### config.mk
export PLATFORM = sky130hd
export DESIGN_NAME = adc_link_top
export DESIGN_NICKNAME = d
export VERILOG_FILES = /design/src/adc_link_pkg.sv /design/src/tx_link_if.sv /design/src/adc_link_top.sv /design/src/frame_handshake.sv /design/src/sample_sequencer.sv /design/src/serial_tx.sv /design/src/tx_buffer.sv
export VERILOG_INCLUDE_DIRS = /design/src /design/src/src
export SDC_FILE = /design/constraint.sdc
export NUM_CORES = 1
export LEC_CHECK = 0
export BUFFER_PORTS_ARGS = -buffer_cell sky130_fd_sc_hd__buf_2
export CAP_MARGIN = 15
export CORE_ASPECT_RATIO = 1.5
export CORE_MARGIN = 2
export CORE_UTILIZATION = 29
export DETAILED_ROUTE_END_ITERATION = 10
export MAX_ROUTING_LAYER = met4
export PLACE_DENSITY = 0.52
export SYNTH_ARGS = -nofsm -noshare
export SYNTH_HDL_FRONTEND = slang
export SYNTH_SLANG_ARGS = --single-unit
### constraint.sdc
create_clock -name clock -period 2 [get_ports clock]
set_input_delay 0.3 -clock clock [delete_from_list [all_inputs] [get_ports clock]]
set_output_delay 0.3 -clock clock [all_outputs]
set_load 0.01 [all_outputs]
### src/adc_link_params.svh
// adc link parameters
`ifndef ADC_LINK_PARAMS_SVH
`define ADC_LINK_PARAMS_SVH

// multiplexer inputs
`define ADC_LINK_CHANNELS 8

// clock cycles per serial bit
`define ADC_LINK_BIT_PERIOD 104

// bit timer width, must hold bit period minus one
`define ADC_LINK_TIMER_W 10

`endif

### src/adc_link_pkg.sv
// adc link shared types
`default_nettype none

package adc_link_pkg;

	// one converter byte
	typedef logic [7:0] sample_t;

	// mux address, bit 3 stays zero with eight inputs
	typedef logic [3:0] channel_t;

	// frame position, 0 is start, 1 to 8 data, 9 stop
	typedef logic [3:0] bit_count_t;

	// per-sample control flow of the sequencer
	typedef enum logic [2:0] {
		seq_mux_on,
		seq_mux_settle,
		seq_convert,
		seq_wait_eoc,
		seq_fetch,
		seq_step_channel,
		seq_request,
		seq_wait_ready
	} seq_state_t;

	// one pass per serial frame
	typedef enum logic [1:0] {
		lnk_idle,
		lnk_load,
		lnk_send,
		lnk_wait_end
	} link_state_t;

endpackage

`default_nettype wire

### src/tx_link_if.sv
// transmit link interface
`timescale 1ns/1ps
`default_nettype none

interface tx_link_if;
	import adc_link_pkg::*;

	// handshake strobes, one cycle each
	logic    load;
	logic    send;
	// byte held for the serializer
	sample_t frame;
	// serializer runs while this is high
	logic    send_en;
	// last cycle of the stop bit
	logic    tx_end;

	modport handshake (output load, output send, input tx_end);

	modport buffer (input load, input send, input tx_end, output frame, output send_en);

	modport serializer (input frame, input send_en, output tx_end);

endinterface

`default_nettype wire

### src/adc_link_top.sv
// adc sampling link top
`timescale 1ns/1ps
`default_nettype none
`include "adc_link_params.svh"

module adc_link_top #(
	parameter int bit_period = `ADC_LINK_BIT_PERIOD
) (
	input  logic                   clock,
	input  logic                   rst,
	input  logic                   eoc,
	input  adc_link_pkg::sample_t  data_in,
	input  logic                   dsr,
	output logic                   soc,
	output logic                   load_sample,
	output logic                   high_byte_sel,
	output adc_link_pkg::channel_t channel,
	output logic                   mux_en,
	output logic                   error,
	output logic                   data_out
);

	// sequencer request and handshake answer
	logic send_data;
	logic rdy;

	tx_link_if link ();

	sample_sequencer u_sequencer (
		.clock       (clock),
		.rst         (rst),
		.eoc         (eoc),
		.rdy         (rdy),
		.mux_en      (mux_en),
		.soc         (soc),
		.load_sample (load_sample),
		.send_data   (send_data),
		.channel     (channel)
	);

	frame_handshake u_handshake (
		.clock         (clock),
		.rst           (rst),
		.send_data     (send_data),
		.rdy           (rdy),
		.high_byte_sel (high_byte_sel),
		.link          (link.handshake)
	);

	// data_in is already the byte picked by high_byte_sel
	tx_buffer u_buffer (
		.clock   (clock),
		.rst     (rst),
		.data_in (data_in),
		.dsr     (dsr),
		.error   (error),
		.link    (link.buffer)
	);

	serial_tx #(
		.bit_period (bit_period)
	) u_serial (
		.clock    (clock),
		.rst      (rst),
		.data_out (data_out),
		.link     (link.serializer)
	);

endmodule

`default_nettype wire

### src/frame_handshake.sv
// two-frame handshake
`timescale 1ns/1ps
`default_nettype none

module frame_handshake (
	input  logic clock,
	input  logic rst,
	input  logic send_data,
	output logic rdy,
	output logic high_byte_sel,
	tx_link_if.handshake link
);
	import adc_link_pkg::*;

	link_state_t state;

	// strobes decode straight from the state
	assign link.load = (state == lnk_load);
	assign link.send = (state == lnk_send);

	always_ff @(posedge clock) begin
		if (rst) begin
			state         <= lnk_idle;
			rdy           <= 1'b0;
			high_byte_sel <= 1'b0;
		end else begin
			case (state)
				lnk_idle: begin
					// accept a sample, low byte goes first
					if (send_data) begin
						rdy   <= 1'b1;
						state <= lnk_load;
					end
				end
				lnk_load: begin
					// buffer takes data_in this cycle
					state <= lnk_send;
				end
				lnk_send: begin
					state <= lnk_wait_end;
				end
				lnk_wait_end: begin
					// tx_end confirms the frame on the line
					if (link.tx_end) begin
						if (!high_byte_sel) begin
							// low byte done, go again for the high byte
							high_byte_sel <= 1'b1;
							state         <= lnk_load;
						end else begin
							// both bytes out, select cleared every sample
							high_byte_sel <= 1'b0;
							rdy           <= 1'b0;
							state         <= lnk_idle;
						end
					end
				end
				default: begin
					state <= lnk_idle;
				end
			endcase
		end
	end

endmodule

`default_nettype wire

### src/sample_sequencer.sv
// sample control sequencer
`timescale 1ns/1ps
`default_nettype none
`include "adc_link_params.svh"

module sample_sequencer (
	input  logic                  clock,
	input  logic                  rst,
	input  logic                  eoc,
	input  logic                  rdy,
	output logic                  mux_en,
	output logic                  soc,
	output logic                  load_sample,
	output logic                  send_data,
	output adc_link_pkg::channel_t channel
);
	import adc_link_pkg::*;

	// highest channel before wrapping back to 0
	localparam channel_t last_channel = channel_t'(`ADC_LINK_CHANNELS - 1);

	seq_state_t state;

	always_ff @(posedge clock) begin
		if (rst) begin
			state       <= seq_mux_on;
			mux_en      <= 1'b0;
			soc         <= 1'b0;
			load_sample <= 1'b0;
			send_data   <= 1'b0;
			channel     <= '0;
		end else begin
			case (state)
				seq_mux_on: begin
					// mux enabled one cycle after reset or a finished sample
					mux_en <= 1'b1;
					state  <= seq_mux_settle;
				end
				seq_mux_settle: begin
					// one idle cycle lets the mux output settle
					state <= seq_convert;
				end
				seq_convert: begin
					soc   <= 1'b1;
					state <= seq_wait_eoc;
				end
				seq_wait_eoc: begin
					// eoc is a level, high once the result is ready
					if (eoc) begin
						load_sample <= 1'b1;
						mux_en      <= 1'b0;
						state       <= seq_fetch;
					end
				end
				seq_fetch: begin
					// result presented for one cycle, then conversion ends
					load_sample <= 1'b0;
					soc         <= 1'b0;
					// next channel shows up as soc drops
					if (channel == last_channel) begin
						channel <= '0;
					end else begin
						channel <= channel + channel_t'(1);
					end
					state <= seq_step_channel;
				end
				seq_step_channel: begin
					send_data <= 1'b1;
					state     <= seq_request;
				end
				seq_request: begin
					// request stays up until the handshake answers with rdy
					if (rdy) begin
						send_data <= 1'b0;
						state     <= seq_wait_ready;
					end
				end
				seq_wait_ready: begin
					// rdy falls once both bytes went out
					if (!rdy) begin
						state <= seq_mux_on;
					end
				end
				default: begin
					state <= seq_mux_on;
				end
			endcase
		end
	end

endmodule

`default_nettype wire

### src/serial_tx.sv
// serial frame transmitter
`timescale 1ns/1ps
`default_nettype none
`include "adc_link_params.svh"

module serial_tx #(
	parameter int bit_period = `ADC_LINK_BIT_PERIOD
) (
	input  logic clock,
	input  logic rst,
	output logic data_out,
	tx_link_if.serializer link
);
	import adc_link_pkg::*;

	localparam int timer_w = `ADC_LINK_TIMER_W;
	// timer value in the last cycle of a bit
	localparam logic [timer_w-1:0] last_tick = timer_w'(bit_period - 1);
	// start is 0, data 1 to 8, stop 9
	localparam bit_count_t stop_pos = bit_count_t'(9);

	logic [timer_w-1:0] timer;
	bit_count_t         pos;
	logic               bit_done;
	logic [2:0]         data_idx;

	assign bit_done = (timer == last_tick);

	// position 1 carries bit 7, position 8 bit 0
	assign data_idx = 3'(bit_count_t'(8) - pos);

	always_ff @(posedge clock) begin
		if (rst) begin
			timer <= '0;
			pos   <= '0;
		end else if (!link.send_en) begin
			// idle, next frame starts at the start bit
			timer <= '0;
			pos   <= '0;
		end else if (bit_done) begin
			timer <= '0;
			if (pos == stop_pos) begin
				pos <= '0;
			end else begin
				pos <= pos + bit_count_t'(1);
			end
		end else begin
			timer <= timer + 1'b1;
		end
	end

	// pulse in the final cycle of stop, buffer drops send_en on it
	assign link.tx_end = link.send_en && bit_done && (pos == stop_pos);

	// line bit, high while idle
	always_comb begin
		if (!link.send_en) begin
			data_out = 1'b1;
		end else if (pos == '0) begin
			data_out = 1'b0;
		end else if (pos == stop_pos) begin
			data_out = 1'b1;
		end else begin
			data_out = link.frame[data_idx];
		end
	end

endmodule

`default_nettype wire

### src/tx_buffer.sv
// transmit frame buffer
`timescale 1ns/1ps
`default_nettype none

module tx_buffer (
	input  logic                  clock,
	input  logic                  rst,
	input  adc_link_pkg::sample_t data_in,
	input  logic                  dsr,
	output logic                  error,
	tx_link_if.buffer             link
);

	// a byte is loaded and not yet sent
	logic full;

	// payload only, follows load
	always_ff @(posedge clock) begin
		if (link.load) begin
			link.frame <= data_in;
		end
	end

	always_ff @(posedge clock) begin
		if (rst) begin
			full         <= 1'b0;
			link.send_en <= 1'b0;
			error        <= 1'b0;
		end else begin
			if (link.load) begin
				full <= 1'b1;
			end
			if (link.tx_end) begin
				// frame is out, buffer free again
				link.send_en <= 1'b0;
				full         <= 1'b0;
			end else if ((link.send && full) || error) begin
				// error doubles as the pending flag, dsr checked each cycle
				if (dsr) begin
					link.send_en <= 1'b1;
					error        <= 1'b0;
				end else begin
					error <= 1'b1;
				end
			end
		end
	end

endmodule

`default_nettype wire

==> summary.txt, run 1 <==
Final layout
  – Multi-input gate area: 1010 µm²
  – Layout cells sized above 1: 19.5%
  – Area Overhead vs Synth: 17.6%
  – # diodes: 0
  – Post-route cell area: 2290 µm²
  – Storage element area: 883 µm²
  – Fillers: 670
  – Final nets: 256

Clocking
  – CTS Sinks: 40
  – H-tree Lvls: 2
  – Maximum root-to-sink buffer count: 2
  – Hold_buf cts: 0
  – CTS tree: done
  – Clock transition at path regs: 0.07 ns
  – Worst skew pair latency: 0.29 ns
  – Clk root buf: clkbuf_8
  – TritonCTS buffer count: 5

Run
  – Max-cap violations: 0

Placement
  – RePlAce Congestion: 0.786
  – HPWL after DPL: 2.75 mm
  – Placed Area: between 2000 and 2500 µm²
  – PortBufs: 21

STA
  – Crit path time final: 2.00 ns
  – Final Hold Vio Count: 0
  – Tcrit/Tclk final: 100%
  – Setup slack after layout: -0.00414 ns
  – Fin Setup TNS: -0.00414 ns
  – Clock skew: between 0.01 and 0.015 ns
  – Worst Tran Pin Value: 0.379 ns
  – Hold WS: 0.193 ns
  – Final slew viol count: 0
  – Rel. slew slack: 74.7%
  – Max Fclk: 0.499 GHz
  – Endpoints failing setup: 1
  – RSZ-0062 raised after global routing: true

Synth
  – Post-Synthesis Cells: between 200 and 250
  – Syn Std Cell Area: 1950 µm²
  – Largest cells by area after synthesis: dfxtp_1, edfxtp_1, ha_1
  – Warning count from the yosys run: 0
  – Async SR Flop Fraction: 0%
  – Area share of the largest cell type after synthesis: about a third
  – Synth unique cells: 44
  – Yosys reg bits: 40
  – Count leader, synth: dfxtp_1
  – Average cell area after synthesis: 9.65 µm²
  – Yosys top cell by area: dfxtp_1
  – EDFF count, synth: 8
  – Commonest cells in the netlist: dfxtp_1, nor2_1, a21oi_1
  – Post-synth top flop: dfxtp_1
  – Syn nets: 228
  – Seq/Total Area, Yosys: 45.2%

Outcome
  – Failing checks: negative setup slack
  – Status: finished with violations

Routing
  – Wire per inst: 12.1 µm
  – Total vias in the final route: 1488
  – Final WL: 3.71 mm
  – DRC: 0
  – Final ANT Viol Nets: 0
  – Vias per cell: 4.85
  – Detailed Route Iter0 Violations: 34
  – First-pass DRT Iterations: 4

Setup path
  – Startpoint Class: flop
  – WP data arrival: 1.70 ns
  – Max incr delay on CP: 0.34 ns
  – Crit path max fanout: 3
  – Crit end category: output port
  – Cells along the critical path: inv_2 > ha_4 > mux4_2 > a32oi_1 > nand4_1 > buf_2
  – Worst Path Required: about 1.7 ns
  – Critical path type: flop to output port
  – Crit-path slowest cell: dfxtp_2

Floorplan
  – Rows: 36
  – Chip width: 70.9 µm
  – Top Ports: 22
  – Die area: 7410 µm²
  – Core area: 6490 µm²
  – Chip height: between 100 and 150 µm
  – Starting Density: 30.1%

Power and ir drop
  – Pleak: 0.846 nW
  – Maximum VDD drop: approximately 0.00052 V
  – Power density cells: 937 nW/µm²
  – Tot Pwr: between 0.002 and 0.0025 W

GRT
  – Global Route Usage Sum: 11.1%
  – Maximum number of pins on one net before global-route repair: 21
  – First-pass GRT wire length: approximately 6.5 mm
  – Overflow after GRT: 0
  – Vias in the first global route: 1514
  – Initial antenna violation count: 0

Worst hold path
  – Min-delay worst type: primary input to flop
layer usage:
layer	vias to the layer above	part of all wire [%]	wire length [µm]	track usage [%]
met3	6	2.9	109	2.52
met1	697	44	1650	12.1
li1	762	-	-	-
met4	0	1.9	69	4.99
met2	23	51	1880	19.0
met5	-	0	0	-
sequential cells by signal (all words and copies together) (netlist names), 2 cells and up:
| signal | count |
|---|---|
| u_handshake.state | 2 |
| u_buffer.link.frame | 8 |
| u_serial.timer | 10 |
| u_sequencer.channel | 4 |
| u_serial.pos | 4 |
| u_sequencer.state | 3 |
kinds of logic (layout without fill, tap and decap cells):
family	after synthesis	after routing	share of synthesized area (%)
xor gates and xnor gates	10	10	4.49
buffers and inverters	17	46	3.53
muxes	8	8	5.52
adders and majority gates	14	14	8.99
and+or+nand+nor	79	79	21.4
DFF	40	40	45.2
AOI/OAI and AO/OA	34	34	10.9
critical path: cells and delay by family, from the launching register on:
family          cells  cell delay (ns)
compound gates      1             0.21
fa+ha+maj           1             0.27
buf+inv             2             0.20
flops               1             0.34
mux                 1             0.30
simple gates        1             0.10
where the power goes:
group | internal [W] | switching (W)
sequential | 0.000948 | 0.0000753
clock | 0.000363 | 0.000269
combinational | 0.000221 | 0.000271
final cells by class:
type / instances / share of cell area [%]
clock buffer: 5 / 3.00
clock inverter: 3 / 1.64
inverter: 11 / 1.80
multi-input combinational: 145 / 44.2
sequential: 40 / 38.5
tap: 76 / 4.15
timing repair buffer: 27 / 6.71
cells in the final DEF (no fill, tap or decap), types with 6 or more instances in the layout:
master	synthesis	routed
nand2_1	12	12
nor2_1	26	26
a21oi_1	15	15
edfxtp_1	8	8
ha_1	14	13
dfxtp_1	32	30
buf_2	0	21
o21ai_0	6	6
nand3_1	9	9
inv_1	11	9
per-stage QoR:
step / cells / setup slack [ns] / utilization, %
finish: 307 / -0.00414 / 35.3
global route: 307 / -0.0881 / 35.3
CTS: 307 / -0.0335 / 35.3
detailed placement: 297 / 0.177 / 33.2
global placement: 297 / 0.213 / 33.2
floorplan: 202 / 0.196 / -
path summary, 6_finish.rpt:
kind                            slack, ns               startpoint  depth (start not counted)                       to
worst min register to register       0.46  u_sequencer.load_sample                          2  u_sequencer.load_sample
worst max-delay path               -0.004          u_serial.pos[0]                          6                 data_out
worst min-delay path                 0.19               data_in[6]                          1   u_buffer.link.frame[6]
worst max register to register       0.21          u_serial.pos[0]                          7           u_buffer.error
timing repair:
item	in CTS	in global routing
buffers inserted	2	0
resized for setup	6	0
endpoints found under the hold margin	0	0
setup endpoints to repair	1	1
pin swaps	2	0
(Power assumes the default switching activity.)
==> run 2, diff against run 1 <==
CTS_CLUSTER_DIAMETER = 40   (was not set)
PLACE_DENSITY = not set   (was 0.52)
SETUP_SLACK_MARGIN = 0.4   (was not set)
==> run 2 against run 1 <==
Effect of this change:
- cell count shrank 0.33%
- via count shrank 0.27%
- sequential share of layout area shrank 0.35 points
- maximum frequency shrank 0.19%
- wire length shrank 1.7%
- non-clock buffer count shrank 1
- highest routed layer unchanged
- count of clock-buffer cells in the layout grew 1
- the run still ends with negative setup slack left
- total power shrank 0.24%
- largest power group unchanged
- worst hold slack lost 0.0065 ns
==> summary.txt, run 2 (synthesis results as in run 1) <==
Setup path
  – Worst reg2reg setup slack: 0.35 ns
  – Startpoint Class: flop
  – Worst r2r src: u_serial.pos[0]
  – Crit end category: output port
  – WP data arrival: 1.71 ns
  – Worst Path Required: 1.70 ns
  – Crit path from: u_serial.pos[0]
  – Critical path type: flop to output port
  – Crit path max fanout: 4

STA
  – Clock skew: between 0.01 and 0.015 ns
  – RSZ-0062 raised after global routing: true
  – Endpoints failing setup: 1
  – Hold WS: 0.187 ns
  – Worst Tran Pin Value: approximately 0.38 ns
  – Crit path time final: around 2 ns
  – Max Fclk: 0.498 GHz
  – Setup slack after layout: -0.00792 ns
  – Rel. slew slack: 74.8%
  – Tcrit/Tclk final: 100%
  – Final slew viol count: 0
  – Final Hold Vio Count: 0

Floorplan
  – Die area: 7410 µm²
  – Starting Density: 30.1%
  – Rows: 36
  – Top Ports: 22
  – Core area: 6490 µm²
  – Chip height: 104 µm
  – Chip width: 70.9 µm

Final layout
  – Max reg flops: 10
  – Largest register by flop count: u_serial.timer
  – Multi-input gate area: 1050 µm²
  – Fillers: 690
  – Final nets: 255
  – Layout cells sized above 1: 25.2%
  – Storage element area: approximately 890 µm²
  – Area Overhead vs Synth: 19.5%
  – Fin cells: about 310
  – Commonest non-fill, non-tap cell in the layout: dfxtp_1
  – Post-route cell area: 2330 µm²
  – # diodes: 0
  – Regs by FF count: u_serial.timer (10), u_buffer.link.frame (8)
  – Most frequent cells in the layout: dfxtp_1, nor2_1, buf_2, a21oi_1, nand2_1

Placement
  – PortBufs: 21
  – Pre-CTS setup slack: 0.256 ns
  – RePlAce Congestion: between 0.7 and 0.8
  – HPWL after DPL: 2.63 mm
  – Dpl cells: 295
  – Placed Area: 2150 µm²

Clocking
  – Worst skew pair latency: slightly below 0.3 ns
  – H-tree Lvls: 2
  – CTS tree: done
  – TritonCTS buffer count: 5
  – Clk root buf: clkbuf_8
  – Maximum root-to-sink buffer count: 2
  – Hold_buf cts: 0
  – CTS Sinks: 40
  – Clock transition at path regs: 0.08 ns

Routing
  – Vias per cell: 4.85
  – Final ANT Viol Nets: 0
  – Total vias in the final route: 1484
  – Final WL: 3.65 mm
  – First-pass DRT Iterations: 4
  – DRC: 0
  – Detailed Route Iter0 Violations: 32
  – Wire per inst: 11.9 µm

Outcome
  – Failing checks: negative setup slack
  – Status: finished with violations

GRT
  – Global Route Usage Sum: 10.6%
  – Initial antenna violation count: 0
  – Vias in the first global route: 1424
  – First-pass GRT wire length: between 6 and 7 mm
  – Overflow after GRT: 0
  – Maximum number of pins on one net before global-route repair: 21

Power and ir drop
  – Power share of the clock group: 28.5%
  – Pleak: 0.846 nW
  – P_int: 0.00150 W
  – Sw Ratio: between 30 and 40%
  – Tot Pwr: 0.00214 W
  – Psw: 0.000643 W
  – Comb pwr share: 23.7%
  – Power density cells: slightly above 900 nW/µm²
  – Flop pwr share: 47.8%
  – Maximum VDD drop: 0.000411 V

Run
  – Max-cap violations: 0

Worst hold path
  – HP Start: data_in[4]
  – Min-delay worst type: primary input to flop
==> run 2: cell types whose count changed in the layout (fill, tap and decap cells not counted), moves of 2 or more <==
cell | before | now
clkinv_1 | 2 | 0
dfxtp_2 | 2 | 4
inv_4 | 0 | 2
ha_2 | 0 | 2
dfxtp_1 | 30 | 27
ha_1 | 13 | 10
==> run 2: per-layer routing <==
| layer | part of all wire [%] | wire (µm) | up-vias | global-route usage (%) |
|---|---|---|---|---|
| li1 | - | - | 759 | - |
| met1 | 42 | 1520 | 704 | 11.0 |
| met2 | 54 | 1970 | 14 | 18.4 |
| met3 | 1.2 | 45 | 7 | 1.94 |
| met4 | 2.9 | 104 | 0 | 5.80 |
| met5 | 0 | 0 | - | - |
==> run 2: power groups by stage <==
stage	Clock, W	Combinational [W]	Sequential, W
CTS	0.000637	0.000498	0.00102
floorplan	0	0.000372	0.00103
detailed placement	0	0.000493	0.00104
finish	0.000610	0.000508	0.00102
global placement	0	0.000485	0.00104
global route	0.000663	0.000576	0.00104
==> run 2: critical path, stage by stage, from the launching register on <==
cell	delay (ns)
dfxtp_4	0.39
inv_4	0.04
ha_4	0.26
mux4_2	0.31
a32oi_2	0.18
nand4_1	0.09
buf_2	0.15
==> run 2: path summary, 6_finish.rpt <==
path,endpoint,cells past startpoint
max,data_out,6
min,u_buffer.link.frame[4],1
max reg2reg,u_handshake.high_byte_sel,6
min reg2reg,u_serial.timer[0],1
==> run 2: repair_timing <==
action / CTS / global route
endpoints found under the setup margin: 6 / 17
setup buffers: 2 / 1
resized for setup: 10 / 8
pin swaps: 2 / 2
==> run 2: layout make-up <==
type / count / area share (%)
Multi-Input combinational cell: 145 / 45.2
Clock inverter: 2 / 0.483
Inverter: 11 / 1.88
Tap cell: 76 / 4.08
Timing Repair Buffer: 26 / 6.12
Clock buffer: 6 / 4.03
Sequential cell: 40 / 38.2
==> run 2: through the flow <==
| step | utilization, % | setup TNS, ns |
|---|---|---|
| floorplan | - | 0 |
| global placement | 33.2 | 0 |
| detailed placement | 33.2 | 0 |
| CTS | 35.4 | -0.0522 |
| global route | 35.9 | -0.144 |
| finish | 35.9 | -0.00792 |
